**src/common/hawk_pkg.sv**
```systemverilog
/* hawk shared definitions
   table geometry, address map, entry formats and FSM encodings */
package hawk_pkg;

  localparam int DATA_W      = 32;  // table word
  localparam int ADDR_W      = 12;  // byte address into the table memory
  localparam int HPPA_W      = 8;   // host page number
  localparam int PPA_W       = 3;   // physical page number
  localparam int ATT_ENTRIES = 16;
  localparam int ATT_ID_W    = 4;   // index bits for ATT_ENTRIES
  localparam int TOL_ENTRIES = 8;   // page 0 never handed out

  localparam logic [HPPA_W-1:0] HPPA_BASE = 8'h40;    // first host page in the ATT
  localparam logic [ADDR_W-1:0] ATT_BASE  = 12'h000;
  localparam logic [ADDR_W-1:0] TOL_BASE  = 12'h400;
  localparam logic [PPA_W-1:0]  NULL_PAGE = '0;       // empty list / end of chain

  // AXI response codes
  localparam logic [1:0] RESP_OKAY   = 2'b00;
  localparam logic [1:0] RESP_SLVERR = 2'b10;

  // ATT entry status, bits 1:0 of an ATT word
  typedef enum logic [1:0] {
    STS_DALLOC = 2'd0,
    STS_UNCOMP = 2'd1,
    STS_INCOMP = 2'd2,
    STS_COMP   = 2'd3   // never written by this engine
  } att_sts_e;

  typedef enum logic [3:0] {
    IDLE, LOOKUP_ATT, WAIT_ATT, DECODE_ATT, POP_FREE, WAIT_TOL, ALLOCATE, BUS_ERROR
  } pgrd_state_e;

  typedef enum logic [1:0] {W_IDLE, W_ADDR, W_RESP} pgwr_state_e;

  // read manager -> write manager
  typedef struct packed {
    logic [ATT_ID_W-1:0] att_id;
    logic [PPA_W-1:0]    ppa;        // page popped from the free list
    logic [PPA_W-1:0]    next_free;  // new free list head
  } tbl_upd_t;

  typedef struct packed {
    logic             allow;
    att_sts_e         sts;
    logic [PPA_W-1:0] ppa;
  } trnsl_resp_t;

  // ATT word: sts in 1:0, ppa in 6:4
  function automatic logic [DATA_W-1:0] att_word(input att_sts_e sts,
                                                 input logic [PPA_W-1:0] ppa);
    logic [DATA_W-1:0] w;
    w = '0;
    w[1:0] = sts;
    w[4 +: PPA_W] = ppa;
    return w;
  endfunction

  function automatic att_sts_e att_sts(input logic [DATA_W-1:0] w);
    return att_sts_e'(w[1:0]);
  endfunction

  function automatic logic [PPA_W-1:0] att_ppa(input logic [DATA_W-1:0] w);
    return w[4 +: PPA_W];
  endfunction

  // TOL word: next free page in the low bits
  function automatic logic [DATA_W-1:0] tol_word(input logic [PPA_W-1:0] next);
    return DATA_W'(next);
  endfunction

  function automatic logic [PPA_W-1:0] tol_next(input logic [DATA_W-1:0] w);
    return w[PPA_W-1:0];
  endfunction

endpackage

```
**src/common/axil_rd_if.sv**
```systemverilog
/* AXI4-Lite read channel
   single beat reads, one outstanding */
`timescale 1ns/1ns
interface axil_rd_if
  import hawk_pkg::*;
();

  logic [ADDR_W-1:0] araddr;
  logic              arvalid;
  logic              arready;
  logic [DATA_W-1:0] rdata;
  logic [1:0]        rresp;   // OKAY or SLVERR only
  logic              rvalid;
  logic              rready;

  modport manager (
    output araddr, arvalid, rready,
    input  arready, rdata, rresp, rvalid
  );

  modport subordinate (
    input  araddr, arvalid, rready,
    output arready, rdata, rresp, rvalid
  );

endinterface

```
**src/common/axil_wr_if.sv**
```systemverilog
/* AXI4-Lite write channel
   address and data raised together, full word writes */
`timescale 1ns/1ns
interface axil_wr_if
  import hawk_pkg::*;
();

  logic [ADDR_W-1:0] awaddr;
  logic              awvalid;
  logic              awready;
  logic [DATA_W-1:0] wdata;
  logic              wvalid;
  logic              wready;
  logic [1:0]        bresp;
  logic              bvalid;
  logic              bready;

  modport manager (
    output awaddr, awvalid, wdata, wvalid, bready,
    input  awready, wready, bresp, bvalid
  );

  modport subordinate (
    input  awaddr, awvalid, wdata, wvalid, bready,
    output awready, wready, bresp, bvalid
  );

endinterface

```
**src/pgrd_mngr/hawk_pgrd_mngr.sv**
```systemverilog
/* hawk page read manager
   reads the ATT entry of a host page, grants hits, pops the free list on a miss
   and hands the new mapping to the page write manager */
`timescale 1ns/1ns
module hawk_pgrd_mngr
  import hawk_pkg::*;
(
  input  logic              clk_i,
  input  logic              rst_ni,
  input  logic              lookup_valid,
  input  logic [HPPA_W-1:0] lookup_hppa,
  output logic              lookup_ready,
  axil_rd_if.manager        axi_rd,
  input  logic [PPA_W-1:0]  free_head,
  output logic              upd_valid,
  output tbl_upd_t          upd,
  input  logic              upd_ready,
  output logic              trnsl_valid,
  output trnsl_resp_t       trnsl_resp,
  output logic              bus_error
);

  pgrd_state_e state_q;

  // control
  logic arvalid_q;
  logic rready_q;
  logic upd_valid_q;
  logic trnsl_valid_q;
  logic bus_error_q;

  // payload
  logic [HPPA_W-1:0] att_id_q;  // full 8 bits, ids >= 16 fall in unmapped space
  logic [ADDR_W-1:0] araddr_q;
  logic [DATA_W-1:0] rdata_q;   // ATT word under decode
  logic [PPA_W-1:0]  page_q;    // popped free page
  tbl_upd_t          upd_q;
  trnsl_resp_t       trnsl_resp_q;

  logic lookup_fire;
  logic ar_fire;
  logic r_fire;
  logic r_ok;
  logic upd_fire;
  logic att_hit;
  logic list_empty;

  assign lookup_ready = (state_q == IDLE) && upd_ready;  // previous ATT write finished
  assign lookup_fire  = lookup_valid & lookup_ready;
  assign ar_fire      = arvalid_q & axi_rd.arready;
  assign r_fire       = rready_q & axi_rd.rvalid;
  assign r_ok         = (axi_rd.rresp == RESP_OKAY);
  assign upd_fire     = upd_valid_q & upd_ready;
  assign att_hit      = (att_sts(rdata_q) != STS_DALLOC);  // uncomp or incomp
  assign list_empty   = (free_head == NULL_PAGE);

  always_ff @(posedge clk_i or negedge rst_ni) begin
    if (!rst_ni) begin
      state_q       <= IDLE;
      arvalid_q     <= 1'b0;
      rready_q      <= 1'b0;
      upd_valid_q   <= 1'b0;
      trnsl_valid_q <= 1'b0;
      bus_error_q   <= 1'b0;
    end else begin
      trnsl_valid_q <= 1'b0;  // one cycle pulse
      if (ar_fire) begin
        arvalid_q <= 1'b0;    // address taken
      end
      if (r_fire) begin
        rready_q <= 1'b0;     // data taken
      end
      case (state_q)
        IDLE: begin
          if (lookup_fire) begin
            state_q <= LOOKUP_ATT;
          end
        end
        LOOKUP_ATT: begin
          arvalid_q <= 1'b1;  // issue ATT read
          rready_q  <= 1'b1;
          state_q   <= WAIT_ATT;
        end
        WAIT_ATT: begin
          if (r_fire) begin
            if (r_ok) begin
              state_q <= DECODE_ATT;
            end else begin
              state_q     <= BUS_ERROR;
              bus_error_q <= 1'b1;
            end
          end
        end
        DECODE_ATT: begin
          if (att_hit || list_empty) begin
            trnsl_valid_q <= 1'b1;  // hit or denied
            state_q       <= IDLE;
          end else begin
            state_q <= POP_FREE;
          end
        end
        POP_FREE: begin
          arvalid_q <= 1'b1;  // read TOL entry of the head page
          rready_q  <= 1'b1;
          state_q   <= WAIT_TOL;
        end
        WAIT_TOL: begin
          if (r_fire) begin
            if (r_ok) begin
              upd_valid_q <= 1'b1;
              state_q     <= ALLOCATE;
            end else begin
              state_q     <= BUS_ERROR;
              bus_error_q <= 1'b1;
            end
          end
        end
        ALLOCATE: begin
          if (upd_fire) begin  // hold update until the write manager takes it
            upd_valid_q   <= 1'b0;
            trnsl_valid_q <= 1'b1;
            state_q       <= IDLE;
          end
        end
        BUS_ERROR: begin
          state_q <= BUS_ERROR;  // sticky until reset
        end
        default: begin
          state_q <= IDLE;
        end
      endcase
    end
  end

  always_ff @(posedge clk_i) begin
    case (state_q)
      IDLE: begin
        if (lookup_fire) begin
          att_id_q <= lookup_hppa - HPPA_BASE;  // wraps for hppa below base
        end
      end
      LOOKUP_ATT: begin
        araddr_q <= ATT_BASE + ADDR_W'({att_id_q, 2'b00});
      end
      WAIT_ATT: begin
        if (r_fire) begin
          rdata_q <= axi_rd.rdata;
        end
      end
      DECODE_ATT: begin
        page_q <= free_head;
        if (att_hit) begin
          trnsl_resp_q <= '{allow: 1'b1, sts: att_sts(rdata_q), ppa: att_ppa(rdata_q)};
        end else if (list_empty) begin
          trnsl_resp_q <= '{allow: 1'b0, sts: STS_DALLOC, ppa: NULL_PAGE};
        end
      end
      POP_FREE: begin
        araddr_q <= TOL_BASE + ADDR_W'({page_q, 2'b00});
      end
      WAIT_TOL: begin
        if (r_fire) begin
          upd_q <= '{att_id:    att_id_q[ATT_ID_W-1:0],
                     ppa:       page_q,
                     next_free: tol_next(axi_rd.rdata)};
        end
      end
      ALLOCATE: begin
        if (upd_fire) begin
          trnsl_resp_q <= '{allow: 1'b1, sts: STS_UNCOMP, ppa: page_q};
        end
      end
      default: begin
      end
    endcase
  end

  assign axi_rd.araddr  = araddr_q;
  assign axi_rd.arvalid = arvalid_q;
  assign axi_rd.rready  = rready_q;
  assign upd_valid      = upd_valid_q;
  assign upd            = upd_q;
  assign trnsl_valid    = trnsl_valid_q;
  assign trnsl_resp     = trnsl_resp_q;
  assign bus_error      = bus_error_q;

endmodule

```
**src/pgwr_mngr/hawk_pgwr_mngr.sv**
```systemverilog
/* hawk page write manager
   writes new ATT entries and owns the free list head */
`timescale 1ns/1ns
module hawk_pgwr_mngr
  import hawk_pkg::*;
(
  input  logic             clk_i,
  input  logic             rst_ni,
  input  logic             upd_valid,
  input  tbl_upd_t         upd,
  output logic             upd_ready,
  axil_wr_if.manager       axi_wr,
  output logic [PPA_W-1:0] free_head
);

  pgwr_state_e state_q;

  logic             awvalid_q;
  logic             wvalid_q;
  logic             bready_q;
  logic [PPA_W-1:0] free_head_q;
  tbl_upd_t         upd_q;  // latched update

  logic upd_fire;
  logic aw_done;
  logic w_done;
  logic b_fire;

  assign upd_ready = (state_q == W_IDLE);
  assign upd_fire  = upd_valid & upd_ready;
  assign aw_done   = !awvalid_q || axi_wr.awready;  // already taken or taken now
  assign w_done    = !wvalid_q || axi_wr.wready;
  assign b_fire    = bready_q & axi_wr.bvalid;

  always_ff @(posedge clk_i or negedge rst_ni) begin
    if (!rst_ni) begin
      state_q     <= W_IDLE;
      awvalid_q   <= 1'b0;
      wvalid_q    <= 1'b0;
      bready_q    <= 1'b0;
      free_head_q <= PPA_W'(1);  // chain starts at page 1
    end else begin
      case (state_q)
        W_IDLE: begin
          if (upd_fire) begin
            awvalid_q <= 1'b1;  // address and data go out together
            wvalid_q  <= 1'b1;
            state_q   <= W_ADDR;
          end
        end
        W_ADDR: begin
          if (axi_wr.awready) begin
            awvalid_q <= 1'b0;
          end
          if (axi_wr.wready) begin
            wvalid_q <= 1'b0;
          end
          if (aw_done && w_done) begin
            bready_q <= 1'b1;
            state_q  <= W_RESP;
          end
        end
        W_RESP: begin
          if (b_fire) begin
            bready_q <= 1'b0;
            if (axi_wr.bresp == RESP_OKAY) begin
              free_head_q <= upd_q.next_free;  // pop only once the entry is in
            end
            state_q <= W_IDLE;
          end
        end
        default: begin
          state_q <= W_IDLE;
        end
      endcase
    end
  end

  always_ff @(posedge clk_i) begin
    if (upd_fire) begin
      upd_q <= upd;
    end
  end

  assign axi_wr.awaddr  = ATT_BASE + ADDR_W'({upd_q.att_id, 2'b00});
  assign axi_wr.awvalid = awvalid_q;
  assign axi_wr.wdata   = att_word(STS_UNCOMP, upd_q.ppa);  // fresh page, uncompressed
  assign axi_wr.wvalid  = wvalid_q;
  assign axi_wr.bready  = bready_q;
  assign free_head      = free_head_q;

endmodule

```
**src/source/hawk_tbl_mem.sv**
```systemverilog
/* hawk table memory
   AXI4-Lite subordinate holding the ATT and TOL regions, loaded at reset */
`timescale 1ns/1ns
module hawk_tbl_mem
  import hawk_pkg::*;
(
  input  logic           clk_i,
  input  logic           rst_ni,
  axil_rd_if.subordinate axi_rd,
  axil_wr_if.subordinate axi_wr
);

  logic [DATA_W-1:0] att_mem [ATT_ENTRIES];
  logic [DATA_W-1:0] tol_mem [TOL_ENTRIES];

  logic              rvalid_q;
  logic [DATA_W-1:0] rdata_q;
  logic [1:0]        rresp_q;
  logic              wr_ack_q;  // awready/wready strobe
  logic              bvalid_q;
  logic [1:0]        bresp_q;

  // region decode, low address bits ignored
  function automatic logic att_sel(input logic [ADDR_W-1:0] addr);
    logic [ADDR_W-1:0] off;
    off = addr - ATT_BASE;
    return off[ADDR_W-1:2] < ATT_ENTRIES;
  endfunction

  function automatic logic tol_sel(input logic [ADDR_W-1:0] addr);
    logic [ADDR_W-1:0] off;
    off = addr - TOL_BASE;
    return off[ADDR_W-1:2] < TOL_ENTRIES;
  endfunction

  function automatic logic [ATT_ID_W-1:0] att_idx(input logic [ADDR_W-1:0] addr);
    logic [ADDR_W-1:0] off;
    off = addr - ATT_BASE;
    return off[ATT_ID_W+1:2];
  endfunction

  function automatic logic [PPA_W-1:0] tol_idx(input logic [ADDR_W-1:0] addr);
    logic [ADDR_W-1:0] off;
    off = addr - TOL_BASE;
    return off[PPA_W+1:2];
  endfunction

  logic ar_fire;
  assign ar_fire = axi_rd.arvalid & axi_rd.arready;

  // table contents, reset loads an empty ATT and the free chain 1 -> 7
  always_ff @(posedge clk_i or negedge rst_ni) begin
    if (!rst_ni) begin
      for (int i = 0; i < ATT_ENTRIES; i++) begin
        att_mem[i] <= att_word(STS_DALLOC, NULL_PAGE);
      end
      for (int p = 0; p < TOL_ENTRIES; p++) begin
        tol_mem[p] <= tol_word((p == 0 || p == TOL_ENTRIES - 1) ? NULL_PAGE : PPA_W'(p + 1));
      end
    end else if (wr_ack_q) begin
      if (att_sel(axi_wr.awaddr)) begin
        att_mem[att_idx(axi_wr.awaddr)] <= axi_wr.wdata;
      end else if (tol_sel(axi_wr.awaddr)) begin
        tol_mem[tol_idx(axi_wr.awaddr)] <= axi_wr.wdata;
      end
    end
  end

  always_ff @(posedge clk_i or negedge rst_ni) begin
    if (!rst_ni) begin
      rvalid_q <= 1'b0;
      wr_ack_q <= 1'b0;
      bvalid_q <= 1'b0;
    end else begin
      if (ar_fire) begin
        rvalid_q <= 1'b1;
      end else if (axi_rd.rready) begin
        rvalid_q <= 1'b0;  // held until taken
      end
      // ready one cycle after both valids, response one cycle after that
      wr_ack_q <= axi_wr.awvalid && axi_wr.wvalid && !wr_ack_q && !bvalid_q;
      if (wr_ack_q) begin
        bvalid_q <= 1'b1;
      end else if (axi_wr.bready) begin
        bvalid_q <= 1'b0;
      end
    end
  end

  always_ff @(posedge clk_i) begin
    if (ar_fire) begin
      if (att_sel(axi_rd.araddr)) begin
        rdata_q <= att_mem[att_idx(axi_rd.araddr)];
        rresp_q <= RESP_OKAY;
      end else if (tol_sel(axi_rd.araddr)) begin
        rdata_q <= tol_mem[tol_idx(axi_rd.araddr)];
        rresp_q <= RESP_OKAY;
      end else begin
        rdata_q <= '0;
        rresp_q <= RESP_SLVERR;  // unmapped
      end
    end
    if (wr_ack_q) begin
      bresp_q <= (att_sel(axi_wr.awaddr) || tol_sel(axi_wr.awaddr)) ? RESP_OKAY : RESP_SLVERR;
    end
  end

  assign axi_rd.arready = !rvalid_q;  // one read in flight
  assign axi_rd.rvalid  = rvalid_q;
  assign axi_rd.rdata   = rdata_q;
  assign axi_rd.rresp   = rresp_q;
  assign axi_wr.awready = wr_ack_q;
  assign axi_wr.wready  = wr_ack_q;
  assign axi_wr.bvalid  = bvalid_q;
  assign axi_wr.bresp   = bresp_q;

endmodule

```
**src/source/hawk_top.sv**
```systemverilog
/* hawk page translation engine
   read manager, write manager and table memory behind plain ports */
`timescale 1ns/1ns
module hawk_top
  import hawk_pkg::*;
(
  input  logic              clk_i,
  input  logic              rst_ni,
  input  logic              lookup_valid,
  input  logic [HPPA_W-1:0] lookup_hppa,
  output logic              lookup_ready,
  output logic              trnsl_valid,
  output logic              trnsl_allow,
  output logic [1:0]        trnsl_sts,
  output logic [PPA_W-1:0]  trnsl_ppa,
  output logic              bus_error
);

  axil_rd_if rd_bus ();  // read manager <-> table memory
  axil_wr_if wr_bus ();  // write manager <-> table memory

  logic             upd_valid;
  logic             upd_ready;
  tbl_upd_t         upd;
  logic [PPA_W-1:0] free_head;
  trnsl_resp_t      trnsl_resp;

  hawk_pgrd_mngr u_pgrd_mngr (
    .clk_i        (clk_i),
    .rst_ni       (rst_ni),
    .lookup_valid (lookup_valid),
    .lookup_hppa  (lookup_hppa),
    .lookup_ready (lookup_ready),
    .axi_rd       (rd_bus.manager),
    .free_head    (free_head),
    .upd_valid    (upd_valid),
    .upd          (upd),
    .upd_ready    (upd_ready),
    .trnsl_valid  (trnsl_valid),
    .trnsl_resp   (trnsl_resp),
    .bus_error    (bus_error)
  );

  hawk_pgwr_mngr u_pgwr_mngr (
    .clk_i     (clk_i),
    .rst_ni    (rst_ni),
    .upd_valid (upd_valid),
    .upd       (upd),
    .upd_ready (upd_ready),
    .axi_wr    (wr_bus.manager),
    .free_head (free_head)
  );

  hawk_tbl_mem u_tbl_mem (
    .clk_i  (clk_i),
    .rst_ni (rst_ni),
    .axi_rd (rd_bus.subordinate),
    .axi_wr (wr_bus.subordinate)
  );

  // flatten the response
  assign trnsl_allow = trnsl_resp.allow;
  assign trnsl_sts   = trnsl_resp.sts;
  assign trnsl_ppa   = trnsl_resp.ppa;

endmodule

```
**config.mk**
```make
export PLATFORM = sky130hd
export DESIGN_NAME = hawk_top
export DESIGN_NICKNAME = d
export VERILOG_FILES = /design/src/common/hawk_pkg.sv /design/src/common/axil_rd_if.sv /design/src/common/axil_wr_if.sv /design/src/pgrd_mngr/hawk_pgrd_mngr.sv /design/src/pgwr_mngr/hawk_pgwr_mngr.sv /design/src/source/hawk_tbl_mem.sv /design/src/source/hawk_top.sv
export SDC_FILE = /design/constraint.sdc
export NUM_CORES = 1
export LEC_CHECK = 0
export BUFFER_PORTS_ARGS = -buffer_cell sky130_fd_sc_hd__buf_2
export CAP_MARGIN = 5
export CORE_UTILIZATION = 60
export DETAILED_ROUTE_END_ITERATION = 16
export GPL_ROUTABILITY_DRIVEN = 1
export PLACE_DENSITY = 0.84
export SLEW_MARGIN = 25
export SYNTH_ARGS = -nofsm -noshare
export SYNTH_HDL_FRONTEND = slang
export SYNTH_SLANG_ARGS = --single-unit
```
**constraint.sdc**
```tcl
create_clock -name clk_i -period 3.2 [get_ports clk_i]
set_input_delay 0.48 -clock clk_i [delete_from_list [all_inputs] [get_ports clk_i]]
set_output_delay 0.48 -clock clk_i [all_outputs]
set_load 0.02 [all_outputs]
```
* Word level (Yosys, flattened, before mapping)
Index checks and enable logic that the tools add are counted.
Cells by class: add/subtract/negate cells 4, $mul 0, divide/modulo/power cells 0, magnitude comparators 10, equality and inequality tests 19, shifts and indexed selects 0, multiplexer cells 54, bitwise logic cells 11, reduce and logical (&&, ||, !) cells 42
Operators with widths (count):
- $bwmux 512 | 1
- $bwmux 256 | 1
- $bmux 32 s4 | 1
- $demux 32 s4 | 1
- $bmux 32 s3 | 1
- $demux 32 s3 | 1
- $mux 32 | 2
- $mux 7 | 6
- $pmux 4 s8 | 1
- $pmux 12 s2 | 1
- $reduce_and 3->1 | 7
- $lt 10x4->1 const B | 2
- $reduce_bool 2->1 | 10
- $mux 1 | 18
- $mux 6 | 3
- $eq 4x3->1 const B | 4
- $mux 4 | 4
- $ne 2x1->1 const B | 8
- $add 11x5->12 const A | 1
- $pmux 6 s2 | 1
- $sub 12x11->12 const B | 1
- $sub 6x11->12 const B | 1
- $ge 5x5->1 const B | 2
- $lt 10x5->1 const B | 1
- 28 further kinds | 61
Storage, ports and cells: bits in registers 854, bits in latches 0, RAM bits 0, ROM bits 0, input bits 11, output and inout bits 9, logic and storage cells 193, memories kept 0

* Longest topological paths before layout
Gate-level depths: netlist of run 1.
depth in word-level cells 7, gate-level depth with buffers 6, mapped depth without buffers 6

* By module
Synthesis of run 1 repeated with hierarchy kept, for this count alone.
Second synthesis, totals: cell total of the unflattened synthesis 2419, area total of the unflattened synthesis 38933.6 um^2
Modules (own cells, without submodules):
- hawk_tbl_mem | instances 1, cells an instance 2194, area each 35977.0 um^2, sequential area each 20328.2 um^2
- hawk_pgrd_mngr | instances 1, cells an instance 132, area each 1923.1 um^2, sequential area each 1431.4 um^2
- hawk_pgwr_mngr | instances 1, cells an instance 93, area each 1033.5 um^2, sequential area each 501.7 um^2

* Least setup slack after synthesis of run 1
OpenSTA, ideal clock, no wires.
path kind reg-to-reg, start register u_pgwr_mngr.state_q[0], end register u_pgrd_mngr.att_id_q[0], enable pin, setup time 0.332 ns, data arrival time 1.805 ns, required time 2.868 ns, path slack 1.063 ns, cell stages (with the launch flop) 6, buffers on the path 0, period minus slack after synthesis 2.137 ns, path through dfrtp_1 -> inv_1 -> ha_1 -> inv_1 -> nor4_1 -> and2_1
On the way: cells in the longest elaborated chain, start to end 4
RTL lines:
- start: declaration | RTL line hawk_pgwr_mngr.sv:16 | pgwr_state_e state_q;
- start signal: assignment | RTL line hawk_pgwr_mngr.sv:37 | state_q <= W_IDLE;
- start signal: assignment | RTL line hawk_pgwr_mngr.sv:48 | state_q <= W_ADDR;
- start signal: assignment | RTL line hawk_pgwr_mngr.sv:60 | state_q <= W_RESP;
- $logic_not 2->1 | RTL line hawk_pgwr_mngr.sv:29 | assign upd_ready = (state_q == W_IDLE);
- $logic_and 1x1->1 | RTL line hawk_pgrd_mngr.sv:48 | assign lookup_ready = (state_q == IDLE) && upd_ready;
- via lookup_ready | RTL line hawk_top.sv:11 | output logic lookup_ready,
- $and 1x1->1 | RTL line hawk_pgrd_mngr.sv:49 | assign lookup_fire = lookup_valid & lookup_ready;
- $reduce_and 2->1 (no line)
- end signal: assignment | RTL line hawk_pgrd_mngr.sv:139 | att_id_q <= lookup_hppa - HPPA_BASE;
- end: declaration | RTL line hawk_pgrd_mngr.sv:33 | logic [HPPA_W-1:0] att_id_q;
The timed path passes the listed nets, and every way through them passes these cells. A chain may end at the register's enable or synchronous reset.

* Worst setup path in the final report of run 1
start register u_pgwr_mngr.state_q[0], end output port lookup_ready
On the way: cells in the longest elaborated chain, start to end 2
RTL lines (RTL line):
- $logic_not 2->1 | hawk_pgwr_mngr.sv:29
- $logic_and 1x1->1 | hawk_pgrd_mngr.sv:48
- end: declaration | hawk_top.sv:11
Every way passes these cells.

==> impl_summary.log, run 1 <==
[metrics] Final TNS setup: 0 ns
[metrics] layout cell share with drive strength beyond 1: 0.302
[metrics] Skew-Pair Late Insertion Delay: 0.53 ns
[metrics] worst hold-check path type: in2async
[metrics] num rows: 35
[metrics] most area-consuming cells after synthesis: sky130_fd_sc_hd__dfrtp_1, sky130_fd_sc_hd__edfxtp_1, sky130_fd_sc_hd__mux2_2, sky130_fd_sc_hd__mux4_1, sky130_fd_sc_hd__mux4_2
[metrics] number of failing hold endpoints at the final stage: 9
[metrics] Final nets: 426
[metrics] number of nets with antenna violations after routing: 0
[metrics] actual slew at the worst max-slew pin: 0.908 ns
[metrics] Sinks on Clock Net: 140
[metrics] Arrival @ worst endpoint: 1.81 ns
[metrics] min Tclk post-route: 2.29 ns
[metrics] x dimension of the die: 101 um
[metrics] register-to-register setup slack: 0.98 ns
[metrics] crit path capture type: output pin
[metrics] total routing usage reported by global routing: 0.246
[metrics] total design power: 6.63 mW
[metrics] maximum number of pins on one net before global-route repair: 83
[metrics] final max-slew violation count: 0
[metrics] worst clock skew: 0.00932 ns
[metrics] Netlist cell types: 44
[metrics] type of the worst setup path: reg2out
[metrics] synthesized area divided by synthesized cell count: 15.3 um2
[metrics] global placement routability congestion: 0.850
[metrics] number of buffers inserted by port buffering: 19
[metrics] worst slew margin relative to its limit: 0.392
[metrics] proportion of synthesized chip area in sequential cells: 0.651
[metrics] buffering stage count on the worst path with inverters included: 3
[metrics] wire length of the first global-routing pass: 17.7 mm
[metrics] RSZ-0062 raised after global routing: no
[metrics] cell with the most instances on the worst path: sky130_fd_sc_hd__inv_1
[metrics] final global-route overflow total: 0
[metrics] vertical extent of the die: 101 um
[metrics] core outline area: 9330 um2
[metrics] path depth of the worst reg2reg path: 4
[metrics] crit start category: flop
[metrics] violations in the final reports: negative hold slack
[metrics] async set or reset register ratio after synthesis: 0.586
[metrics] overall die area: 10100 um2
[metrics] wirelength, routed: 11.0 mm
[metrics] CTS clk-pin slew, worst paths: 0.07 ns
[metrics] share of Yosys cell area claimed by the top area cell type: 0.348
[metrics] Max Cap Violations: 0
[metrics] total of cells resized after clock tree synthesis: 0
[metrics] reported leakage power: 2.77 nW
[metrics] biggest cell delay along the critical path: 0.40 ns
[metrics] 1st-pass router iterations: 5
[metrics] leading cell type by number of instances after synthesis: sky130_fd_sc_hd__dfrtp_1
[metrics] summed instance area of the synthesized netlist: 5830 um2
[metrics] power per unit of standard cell area: 992 nW/um2
[metrics] area used by sequential logic in the layout: 3790 um2
[metrics] hold slack final: -0.00406 ns
[metrics] synthesized net count: 400
[metrics] Synth Flop Type: sky130_fd_sc_hd__dfrtp_1
[metrics] fill count: 551
[metrics] cell at the root of the clock tree: sky130_fd_sc_hd__clkbuf_8
[metrics] total clock buffers created by CTS: 17
[metrics] vias per std cell: 5.94
[metrics] synth cell count leaders: sky130_fd_sc_hd__dfrtp_1, sky130_fd_sc_hd__edfxtp_1, sky130_fd_sc_hd__mux2_2
[metrics] Gate Count Post-Synth: 382
[metrics] cell taking the most area after synthesis: sky130_fd_sc_hd__dfrtp_1
[metrics] total area of multi-input combinational cells: 1940 um2
[metrics] crit path max-delay cell type: sky130_fd_sc_hd__dfrtp_1
[metrics] # H-tree levels: 4
[metrics] DP HPWL: 7.04 mm
[metrics] required time at the worst-slack endpoint: 2.72 ns
[metrics] I/O pin count: 20
[metrics] YS warnings: 0
[metrics] hold buffer count at CTS: 0
[metrics] number of diodes added for antenna fixing: 0
[metrics] number of enable-type register cells in the synthesized netlist: 58
[metrics] result of the run: finished, violations left
[metrics] number of register bits inferred by synthesis: 140
[metrics] Vias: 3268
[metrics] Final setup violation count: 0
[metrics] effective utilization at floorplan: 0.625
[metrics] post-route fraction of the period consumed by the critical path: 0.716
[metrics] FMAX: 0.436 GHz
[metrics] drt first-iter violations: 228
[metrics] antenna violations before repair: 0
[metrics] CTS tree: done
[metrics] area delta synth->final: 14.6%
[metrics] largest vdd supply drop: 0.000586 V
[metrics] DRC: 0
[metrics] crit path max fanout: 5
[metrics] cells along the critical path: inv_1 -> ha_1 -> inv_1 -> nor4_1 -> buf_2
[metrics] vias in the first global route: 3428
[metrics] routed length per instance: 20.0 um
[metrics] maximum count of clock buffers along a single path: 2
[metrics] number of setup buffers added after CTS: 0
[metrics] critical path's top delay family: buffers and inverters
[metrics] path length in cells of the critical path: 5
-- stage by stage --
step,setup WS (ns),utilization,hold WS (ns),area (um2),instances
floorplan,1.06,-,0.184,5830,382
global placement,1.03,0.647,0.403,6030,518
detailed placement,0.980,0.647,0.405,6030,518
CTS,0.904,0.716,0.104,6680,550
global route,0.783,0.716,0.0334,6680,550
finish,0.907,0.716,-0.00406,6680,550
-- report_power, final --
| part | internal (mW) | switching (mW) | leakage, nW |
|---|---|---|---|
| clock | 1.34 | 0.783 | 0.318 |
| sequential | 2.53 | 0.513 | 1.53 |
| combinational | 0.809 | 0.658 | 0.917 |
-- layout by cell type, fill, tap and decap left out, drive strengths merged, types with 3 or more instances in the layout --
| cell | netlist | layout |
|---|---|---|
| mux2i | 7 | 7 |
| nor2b | 10 | 10 |
| nand3b | 4 | 4 |
| ha | 7 | 7 |
| dfrtp | 81 | 81 |
| o22ai | 5 | 5 |
| nand3 | 4 | 4 |
| inv | 10 | 16 |
| mux4 | 17 | 17 |
| a21o | 3 | 3 |
| clkbuf | 7 | 19 |
| mux2 | 55 | 55 |
| nor2 | 21 | 21 |
| nand2b | 14 | 14 |
| or2 | 11 | 11 |
| clkinv | 0 | 3 |
| edfxtp | 58 | 58 |
| bufinv | 0 | 4 |
| buf | 5 | 19 |
| o21ai | 11 | 11 |
| or3 | 4 | 4 |
| a21oi | 4 | 4 |
| a31oi | 3 | 3 |
| nand2 | 18 | 18 |
-- logic make-up (layout without fill, tap and decap cells) --
group	Yosys count	after routing	share of synthesized area
xor gates and xnor gates	2	2	0.00300
muxes	79	79	0.189
AOI/OAI and AO/OA	35	35	0.0382
and+or+nand+nor	97	97	0.0878
DFF	140	140	0.651
buffers and inverters	22	61	0.0161
adders and majority gates	7	7	0.0150
-- worst paths after layout --
| check | endpoint | start |
|---|---|---|
| worst min-delay path | u_tbl_mem.att_mem[100] | rst_ni |
| worst max-delay path | lookup_ready | u_pgwr_mngr.state_q[0] |
| worst max register to register | u_tbl_mem.axi_rd.rdata[0] | u_pgrd_mngr.axi_rd.araddr[2] |
| max in group asynchronous | u_tbl_mem.att_mem[293] | rst_ni |
| min in group clk_i | u_pgrd_mngr.att_id_q[1] | lookup_hppa[1] |
| worst min register to register | u_pgrd_mngr.rdata_q[6] | u_tbl_mem.axi_rd.rdata[6] |
-- sequential cells by signal (all words and copies together), names as in the netlist, 2 cells and up --
name	cells
u_pgrd_mngr.state_q	3
u_pgwr_mngr.axi_wr.wdata	3
u_pgwr_mngr.state_q	2
u_pgwr_mngr.free_head	3
u_pgrd_mngr.page_q	3
u_pgrd_mngr.rdata_q	5
u_pgwr_mngr.upd_q	7
u_pgrd_mngr.axi_rd.araddr	9
u_tbl_mem.att_mem	64
u_pgrd_mngr.trnsl_resp	6
u_tbl_mem.axi_rd.rdata	6
u_pgrd_mngr.upd	10
u_pgrd_mngr.att_id_q	8
-- layout make-up --
type | count | share of cell area
Clock buffer | 19 | 0.0663
Timing Repair Buffer | 19 | 0.0152
Sequential cell | 140 | 0.568
Multi-Input combinational cell | 220 | 0.291
Clock inverter | 13 | 0.0303
Inverter | 10 | 0.00562
Tap cell | 129 | 0.0242
-- layer usage --
metal | vias to the layer above | part of all wire | global-route usage | wire length [um]
met5 | - | 0 | 0 | 0
li1 | 1464 | - | - | -
met3 | 21 | 0.050 | 0.0534 | 546
met2 | 124 | 0.51 | 0.401 | 5620
met4 | 0 | 0.021 | 0.127 | 230
met1 | 1659 | 0.42 | 0.313 | 4590
Power figures use the tool's default switching activity.
==> run 2: changes to the inputs <==
--- a/config.mk
+++ b/config.mk
@@ -7,10 +7,10 @@
 export LEC_CHECK = 0
 export BUFFER_PORTS_ARGS = -buffer_cell sky130_fd_sc_hd__buf_2
 export CAP_MARGIN = 5
-export CORE_UTILIZATION = 60
+export CORE_UTILIZATION = 55
 export DETAILED_ROUTE_END_ITERATION = 16
 export GPL_ROUTABILITY_DRIVEN = 1
-export PLACE_DENSITY = 0.84
+export PLACE_DENSITY = 0.82
 export SLEW_MARGIN = 25
 export SYNTH_ARGS = -nofsm -noshare
 export SYNTH_HDL_FRONTEND = slang
==> constraint.sdc (replaced) <==
create_clock -name clk_i -period 2 [get_ports clk_i]
set_input_delay 0.3 -clock clk_i [delete_from_list [all_inputs] [get_ports clk_i]]
set_output_delay 0.3 -clock clk_i [all_outputs]
set_load 0.02 [all_outputs]
==> run 2 against run 1 <==
Against the previous run:
- hold slack gained 0.032 ns
- sequential share of layout area shrank 1.6 points
- die area grew 8.9%
- flip-flop and latch count is the same
- the run now ends clean
==> impl_summary.log, run 2 (synthesis results as in run 1) <==
[metrics] global placement routability congestion: 0.839
[metrics] total clock buffers created by CTS: 17
[metrics] worst clock skew: 0.00646 ns
[metrics] crit start category: flop
[metrics] core outline area: 10300 um2
[metrics] vias in the first global route: 3615
[metrics] area delta synth->final: 18.0%
[metrics] biggest cell delay along the critical path: 0.55 ns
[metrics] crit path capture type: flop
[metrics] RSZ-0062 raised after global routing: yes
[metrics] leading cell types in the layout, fill and taps excluded: sky130_fd_sc_hd__dfrtp_1, sky130_fd_sc_hd__edfxtp_1, sky130_fd_sc_hd__mux2_2
[metrics] Skew-Pair Late Insertion Delay: 0.53 ns
[metrics] actual slew at the worst max-slew pin: 0.659 ns
[metrics] wire length of the first global-routing pass: 19.4 mm
[metrics] type of the worst setup path: reg2reg
[metrics] worst hold-check path type: in2reg
[metrics] total design power: 10.8 mW
[metrics] routed length per instance: 20.4 um
[metrics] required time at the worst-slack endpoint: 2.28 ns
[metrics] critical path's top delay family: multiplexers
[metrics] crit path max fanout: 6
[metrics] wirelength, routed: 11.8 mm
[metrics] max reg flops: 64
[metrics] DRC: 0
[metrics] cell count after placement: 539
[metrics] cell with the most instances on the worst path: sky130_fd_sc_hd__mux4_2
[metrics] count of non-filler cells in the finished layout: 580
[metrics] fill count: 694
[metrics] final global-route overflow total: 0
[metrics] most common cell after layout, fill and taps aside: sky130_fd_sc_hd__dfrtp_1
[metrics] maximum number of pins on one net before global-route repair: 42
[metrics] DP HPWL: 7.49 mm
[metrics] layout cell share with drive strength beyond 1: 0.340
[metrics] min Tclk post-route: 1.94 ns
[metrics] crit path max-delay cell type: sky130_fd_sc_hd__mux4_2
[metrics] number of failing hold endpoints at the final stage: 0
[metrics] I/O pin count: 20
[metrics] 1st-pass router iterations: 5
[metrics] Final nets: 449
[metrics] Arrival @ worst endpoint: 2.22 ns
[metrics] # H-tree levels: 4
[metrics] Sinks on Clock Net: 140
[metrics] Worst R2R Start: u_pgrd_mngr.axi_rd.araddr[2]
[metrics] buffering stage count on the worst path with inverters included: 0
[metrics] number of buffers inserted by port buffering: 19
[metrics] worst slew margin relative to its limit: 0.560
[metrics] number of diodes added for antenna fixing: 0
[metrics] Reg-to-Reg End: u_tbl_mem.axi_rd.rdata[0]
[metrics] Max Cap Violations: 0
[metrics] final max-slew violation count: 0
[metrics] post-route fraction of the period consumed by the critical path: 0.969
[metrics] effective utilization at floorplan: 0.565
[metrics] overall die area: 11000 um2
[metrics] Biggest register: u_tbl_mem.att_mem
[metrics] vertical extent of the die: 105 um
[metrics] Vias: 3451
[metrics] register-to-register setup slack: 0.06 ns
[metrics] end point of the worst hold path: u_pgrd_mngr.att_id_q[6]
[metrics] Final TNS setup: 0 ns
[metrics] CTS tree: done
[metrics] reported leakage power: 2.85 nW
[metrics] CTS clk-pin slew, worst paths: 0.06 ns
[metrics] drt first-iter violations: 221
[metrics] maximum count of clock buffers along a single path: 2
[metrics] number of nets with antenna violations after routing: 0
[metrics] vias per std cell: 5.95
[metrics] count of cells along the worst hold path: 2
[metrics] cells along the critical path: mux4_2 -> mux4_2 -> nand2_2 -> o21ai_1
[metrics] startpoint of the most critical hold path: lookup_hppa[6]
[metrics] total routing usage reported by global routing: 0.242
[metrics] utilization after layout: 0.666
[metrics] result of the run: complete, no violations
[metrics] Final setup violation count: 0
[metrics] cell at the root of the clock tree: sky130_fd_sc_hd__clkbuf_8
[metrics] FMAX: 0.516 GHz
[metrics] x dimension of the die: 105 um
[metrics] power per unit of standard cell area: 1570 nW/um2
[metrics] path depth of the worst reg2reg path: 4
[metrics] num rows: 37
[metrics] antenna violations before repair: 0
[metrics] largest vdd supply drop: 0.000866 V
run 2: layer usage:
metal,vias to the layer above,wire (um),global-route usage
met5,-,0,0
met4,0,275,0.101
met3,30,596,0.0655
met2,131,6150,0.409
met1,1778,4790,0.295
li1,1512,-,-
run 2: worst max-delay path by stage:
stage	from	end	slack (ns)	depth (start not counted)
2_1_floorplan	u_pgrd_mngr.axi_rd.araddr[2]	u_tbl_mem.axi_rd.rdata[0]	0.1	5
3_3_place_gp	u_pgrd_mngr.axi_rd.araddr[2]	u_tbl_mem.axi_rd.rdata[0]	0.11	4
3_5_place_dp	u_pgrd_mngr.axi_rd.araddr[2]	u_tbl_mem.axi_rd.rdata[0]	0.03	4
4_1_cts	u_pgrd_mngr.axi_rd.araddr[2]	u_tbl_mem.axi_rd.rdata[0]	0.02	4
5_1_grt	u_pgrd_mngr.axi_rd.araddr[2]	u_tbl_mem.axi_rd.rdata[0]	-0.03	4
6_report	u_pgrd_mngr.axi_rd.araddr[2]	u_tbl_mem.axi_rd.rdata[0]	0.06	4
run 2: area by class of cell:
class / instances / area (um2) / share of cell area
clock buffers: 19 / 443 / 0.0644
multi-input cells: 220 / 1970 / 0.286
clock inverters: 13 / 164 / 0.0238
flip-flops and latches: 140 / 3790 / 0.552
inverters: 10 / 37.5 / 0.00546
repair buffers: 42 / 303 / 0.0440
well taps: 136 / 170 / 0.0247
run 2: power by group:
group	internal, mW	switching, mW
registers	4.04	0.743
logic	1.48	1.30
clock network	1.98	1.22
total	7.51	3.26
run 2: repair_timing:
| action | in CTS | in global routing |
|---|---|---|
| pin swaps | 0 | 1 |
| gates cloned | 0 | 0 |
| resized for setup | 4 | 6 |
| hold buffers | 7 | 0 |
| setup buffers | 0 | 2 |
| hold endpoints to repair | 44 | 0 |
| setup endpoints to repair | 1 | 2 |
run 2: metrics by stage:
step	hold WS, ns	cell area, um2	setup slack, ns
after global placement	0.328	6170	0.108
after global routing	0.0119	6880	-0.0300
after detailed placement	0.336	6170	0.0330
final	0.0282	6880	0.0620
after floorplan	0.00441	5840	0.0955
after CTS	0.00623	6860	0.0217
==> run 3: changes to the inputs <==
--- a/config.mk
+++ b/config.mk
@@ -7,10 +7,12 @@
 export LEC_CHECK = 0
 export BUFFER_PORTS_ARGS = -buffer_cell sky130_fd_sc_hd__buf_2
 export CAP_MARGIN = 5
-export CORE_UTILIZATION = 55
+export CORE_UTILIZATION = 58
+export CTS_BUF_LIST = sky130_fd_sc_hd__clkbuf_4 sky130_fd_sc_hd__clkbuf_8
 export DETAILED_ROUTE_END_ITERATION = 16
 export GPL_ROUTABILITY_DRIVEN = 1
-export PLACE_DENSITY = 0.82
+export GPL_TIMING_DRIVEN = 0
+export PLACE_DENSITY = 0.85
 export SLEW_MARGIN = 25
 export SYNTH_ARGS = -nofsm -noshare
 export SYNTH_HDL_FRONTEND = slang
==> run 3 against run 2 <==
Against the previous run:
- count of clock-buffer cells in the layout fell by 1
- fmax down 1.9%
- cell count fell by 1.2%
- combinational power about the same
- critical endpoint unchanged
- largest power group unchanged
==> impl_summary.log, run 3 (synthesis results as in run 1) <==
[metrics] largest vdd supply drop: 0.000601 V
[metrics] worst clock skew: 0.0121 ns
[metrics] total routing usage reported by global routing: 0.232
[metrics] most common cell after layout, fill and taps aside: sky130_fd_sc_hd__dfrtp_1
[metrics] worst slew margin relative to its limit: 0.562
[metrics] area delta synth->final: 12.6%
[metrics] Max Cap Violations: 0
[metrics] number of diodes added for antenna fixing: 0
[metrics] Vias: 3357
[metrics] proportion of power drawn by flip-flops and latches: 0.484
[metrics] area used by sequential logic in the layout: 3790 um2
[metrics] routed length per instance: 19.0 um
[metrics] total clock buffers created by CTS: 17
[metrics] critical path's top delay family: multiplexers
[metrics] maximum number of pins on one net before global-route repair: 47
[metrics] count of non-filler cells in the finished layout: 573
[metrics] final global-route overflow total: 0
[metrics] FMAX: 0.506 GHz
[metrics] path length in cells of the critical path: 5
[metrics] reported leakage power: 2.71 nW
[metrics] required time at the worst-slack endpoint: 2.18 ns
[metrics] CTS tree: done
[metrics] min Tclk post-route: 1.98 ns
[metrics] worst hold-check path type: in2reg
[metrics] actual slew at the worst max-slew pin: 0.654 ns
[metrics] Final nets: 445
[metrics] max reg flops: 64
[metrics] crit path max fanout: 5
[metrics] fraction of power spent switching nets: 0.317
[metrics] Skew-Pair Late Insertion Delay: 0.43 ns
[metrics] hold slack final: 0.0332 ns
[metrics] drt first-iter violations: 178
[metrics] # H-tree levels: 4
[metrics] post-route fraction of the period consumed by the critical path: 0.988
[metrics] cell with the most instances on the worst path: sky130_fd_sc_hd__mux4_2
[metrics] startpoint of the most critical hold path: lookup_hppa[5]
[metrics] vias in the first global route: 3341
[metrics] I/O pin count: 20
[metrics] effective utilization at floorplan: 0.597
[metrics] type of the worst setup path: reg2reg
[metrics] Arrival @ worst endpoint: 2.16 ns
[metrics] vias per std cell: 5.86
[metrics] wire length of the first global-routing pass: 17.1 mm
[metrics] final worst-path setup slack: 0.0236 ns
[metrics] cell at the root of the clock tree: sky130_fd_sc_hd__clkbuf_8
[metrics] utilization after layout: 0.672
[metrics] DP HPWL: 7.30 mm
[metrics] crit path capture type: flop
[metrics] count of cells along the worst hold path: 1
[metrics] Sinks on Clock Net: 140
[metrics] crit path max-delay cell type: sky130_fd_sc_hd__mux4_2
[metrics] x dimension of the die: 102 um
[metrics] cell count after placement: 535
[metrics] cells along the critical path: buf_6 -> mux4_2 -> mux4_2 -> nand2_1 -> o21ai_1
[metrics] CTS clk-pin slew, worst paths: 0.08 ns
[metrics] biggest cell delay along the critical path: 0.53 ns
[metrics] maximum count of clock buffers along a single path: 2
[metrics] num rows: 36
[metrics] layout cell share with drive strength beyond 1: 0.336
[metrics] path depth of the worst reg2reg path: 5
[metrics] area of all placed cells without fillers: 6570 um2
[metrics] dpl ws: -0.147 ns
[metrics] global placement routability congestion: 0.812
[metrics] wirelength, routed: 10.9 mm
[metrics] Reg-to-Reg End: u_tbl_mem.axi_rd.rdata[0]
[metrics] crit start category: flop
[metrics] overall die area: 10500 um2
[metrics] Final TNS setup: 0 ns
[metrics] Clk network pwr share: 0.219
[metrics] Worst R2R Start: u_pgrd_mngr.axi_rd.araddr[2]
[metrics] combinational cell fraction of total power: 0.297
[metrics] vertical extent of the die: 102 um
[metrics] fill count: 646
[metrics] Switching Power: 3.01 mW
[metrics] power per unit of standard cell area: 1440 nW/um2
[metrics] 1st-pass router iterations: 5
[metrics] Final setup violation count: 0
[metrics] core outline area: 9770 um2
[metrics] final max-slew violation count: 0
[metrics] leading cell types in the layout, fill and taps excluded: sky130_fd_sc_hd__dfrtp_1, sky130_fd_sc_hd__edfxtp_1, sky130_fd_sc_hd__mux2_2
[metrics] number of nets with antenna violations after routing: 0
[metrics] register-to-register setup slack: 0.02 ns
[metrics] Placed Area: 6130 um2
[metrics] Cell Int Power: 6.47 mW
[metrics] number of buffers inserted by port buffering: 19
[metrics] end point of the worst hold path: u_pgrd_mngr.att_id_q[5]
[metrics] result of the run: complete, no violations
[metrics] Biggest register: u_tbl_mem.att_mem
[metrics] total area of multi-input combinational cells: 1970 um2
[metrics] DRC: 0
[metrics] total design power: 9.47 mW
[metrics] buffering stage count on the worst path with inverters included: 1
[metrics] antenna violations before repair: 0
[metrics] number of failing hold endpoints at the final stage: 0
==> run 3: cell count changes in the layout (fill, tap and decap cells not counted), sizes merged <==
cell         previous run  this run
buf                    35        30
bufinv                  3         1
clkbuf                 19        25
dlygate4sd3             7         1
clkinvlp                2         3
clkinv                  5         7
==> run 3: routing by layer <==
| metal | vias to the layer above | share of wire | global-route usage |
|---|---|---|---|
| li1 | 1498 | - | - |
| met3 | 21 | 0.063 | 0.0657 |
| met4 | 0 | 0.023 | 0.103 |
| met5 | - | 0 | 0 |
| met1 | 1701 | 0.41 | 0.297 |
| met2 | 137 | 0.50 | 0.373 |
==> run 3: final cells by class <==
cell class / count / share of cell area
clock inverters: 14 / 0.0185
flip-flops and latches: 140 / 0.578
well taps: 133 / 0.0253
inverters: 10 / 0.00572
multi-input cells: 220 / 0.300
clock buffers: 18 / 0.0368
repair buffers: 26 / 0.0267
plain buffers: 12 / 0.00934
==> run 3: timing repair <==
action	4_1_cts	5_1_grt
hold buffers	1	0
gates resized for setup	2	12
setup buffers	5	0
endpoints found under the setup margin	10	27
endpoints found under the hold margin	36	0
==> run 3: power groups by stage <==
stage	Sequential, mW	Combinational (mW)	Clock [mW]
2_1_floorplan	4.44	2.07	0
3_3_place_gp	4.53	2.54	0
3_5_place_dp	4.61	2.66	0
4_1_cts	4.56	2.76	2.10
5_1_grt	4.68	3.04	2.22
6_report	4.58	2.81	2.08
==> run 3: how the worst max path moves through the flow <==
| stage | from | end | slack, ns |
|---|---|---|---|
| final | u_pgrd_mngr.axi_rd.araddr[2] | u_tbl_mem.axi_rd.rdata[0] | 0.02 |
| after floorplan | u_pgrd_mngr.axi_rd.araddr[2] | u_tbl_mem.axi_rd.rdata[0] | 0.1 |
| after detailed placement | u_pgrd_mngr.axi_rd.araddr[4] | u_tbl_mem.axi_rd.rdata[5] | -0.15 |
| after global routing | u_pgrd_mngr.state_q[2] | u_pgrd_mngr.axi_rd.araddr[2] | -0.01 |
| after global placement | u_pgrd_mngr.axi_rd.araddr[4] | u_tbl_mem.axi_rd.rdata[5] | -0.15 |
| after CTS | u_pgrd_mngr.state_q[0] | u_pgrd_mngr.axi_rd.araddr[2] | 0.01 |
==> run 3: worst reg2reg max path, delay by kind of cell, from the launching register on <==
kind | cells | cell delay (ns)
mux | 2 | 1.01
simple gates | 1 | 0.08
compound gates | 1 | 0.06
buf+inv | 1 | 0.16
flops | 1 | 0.42
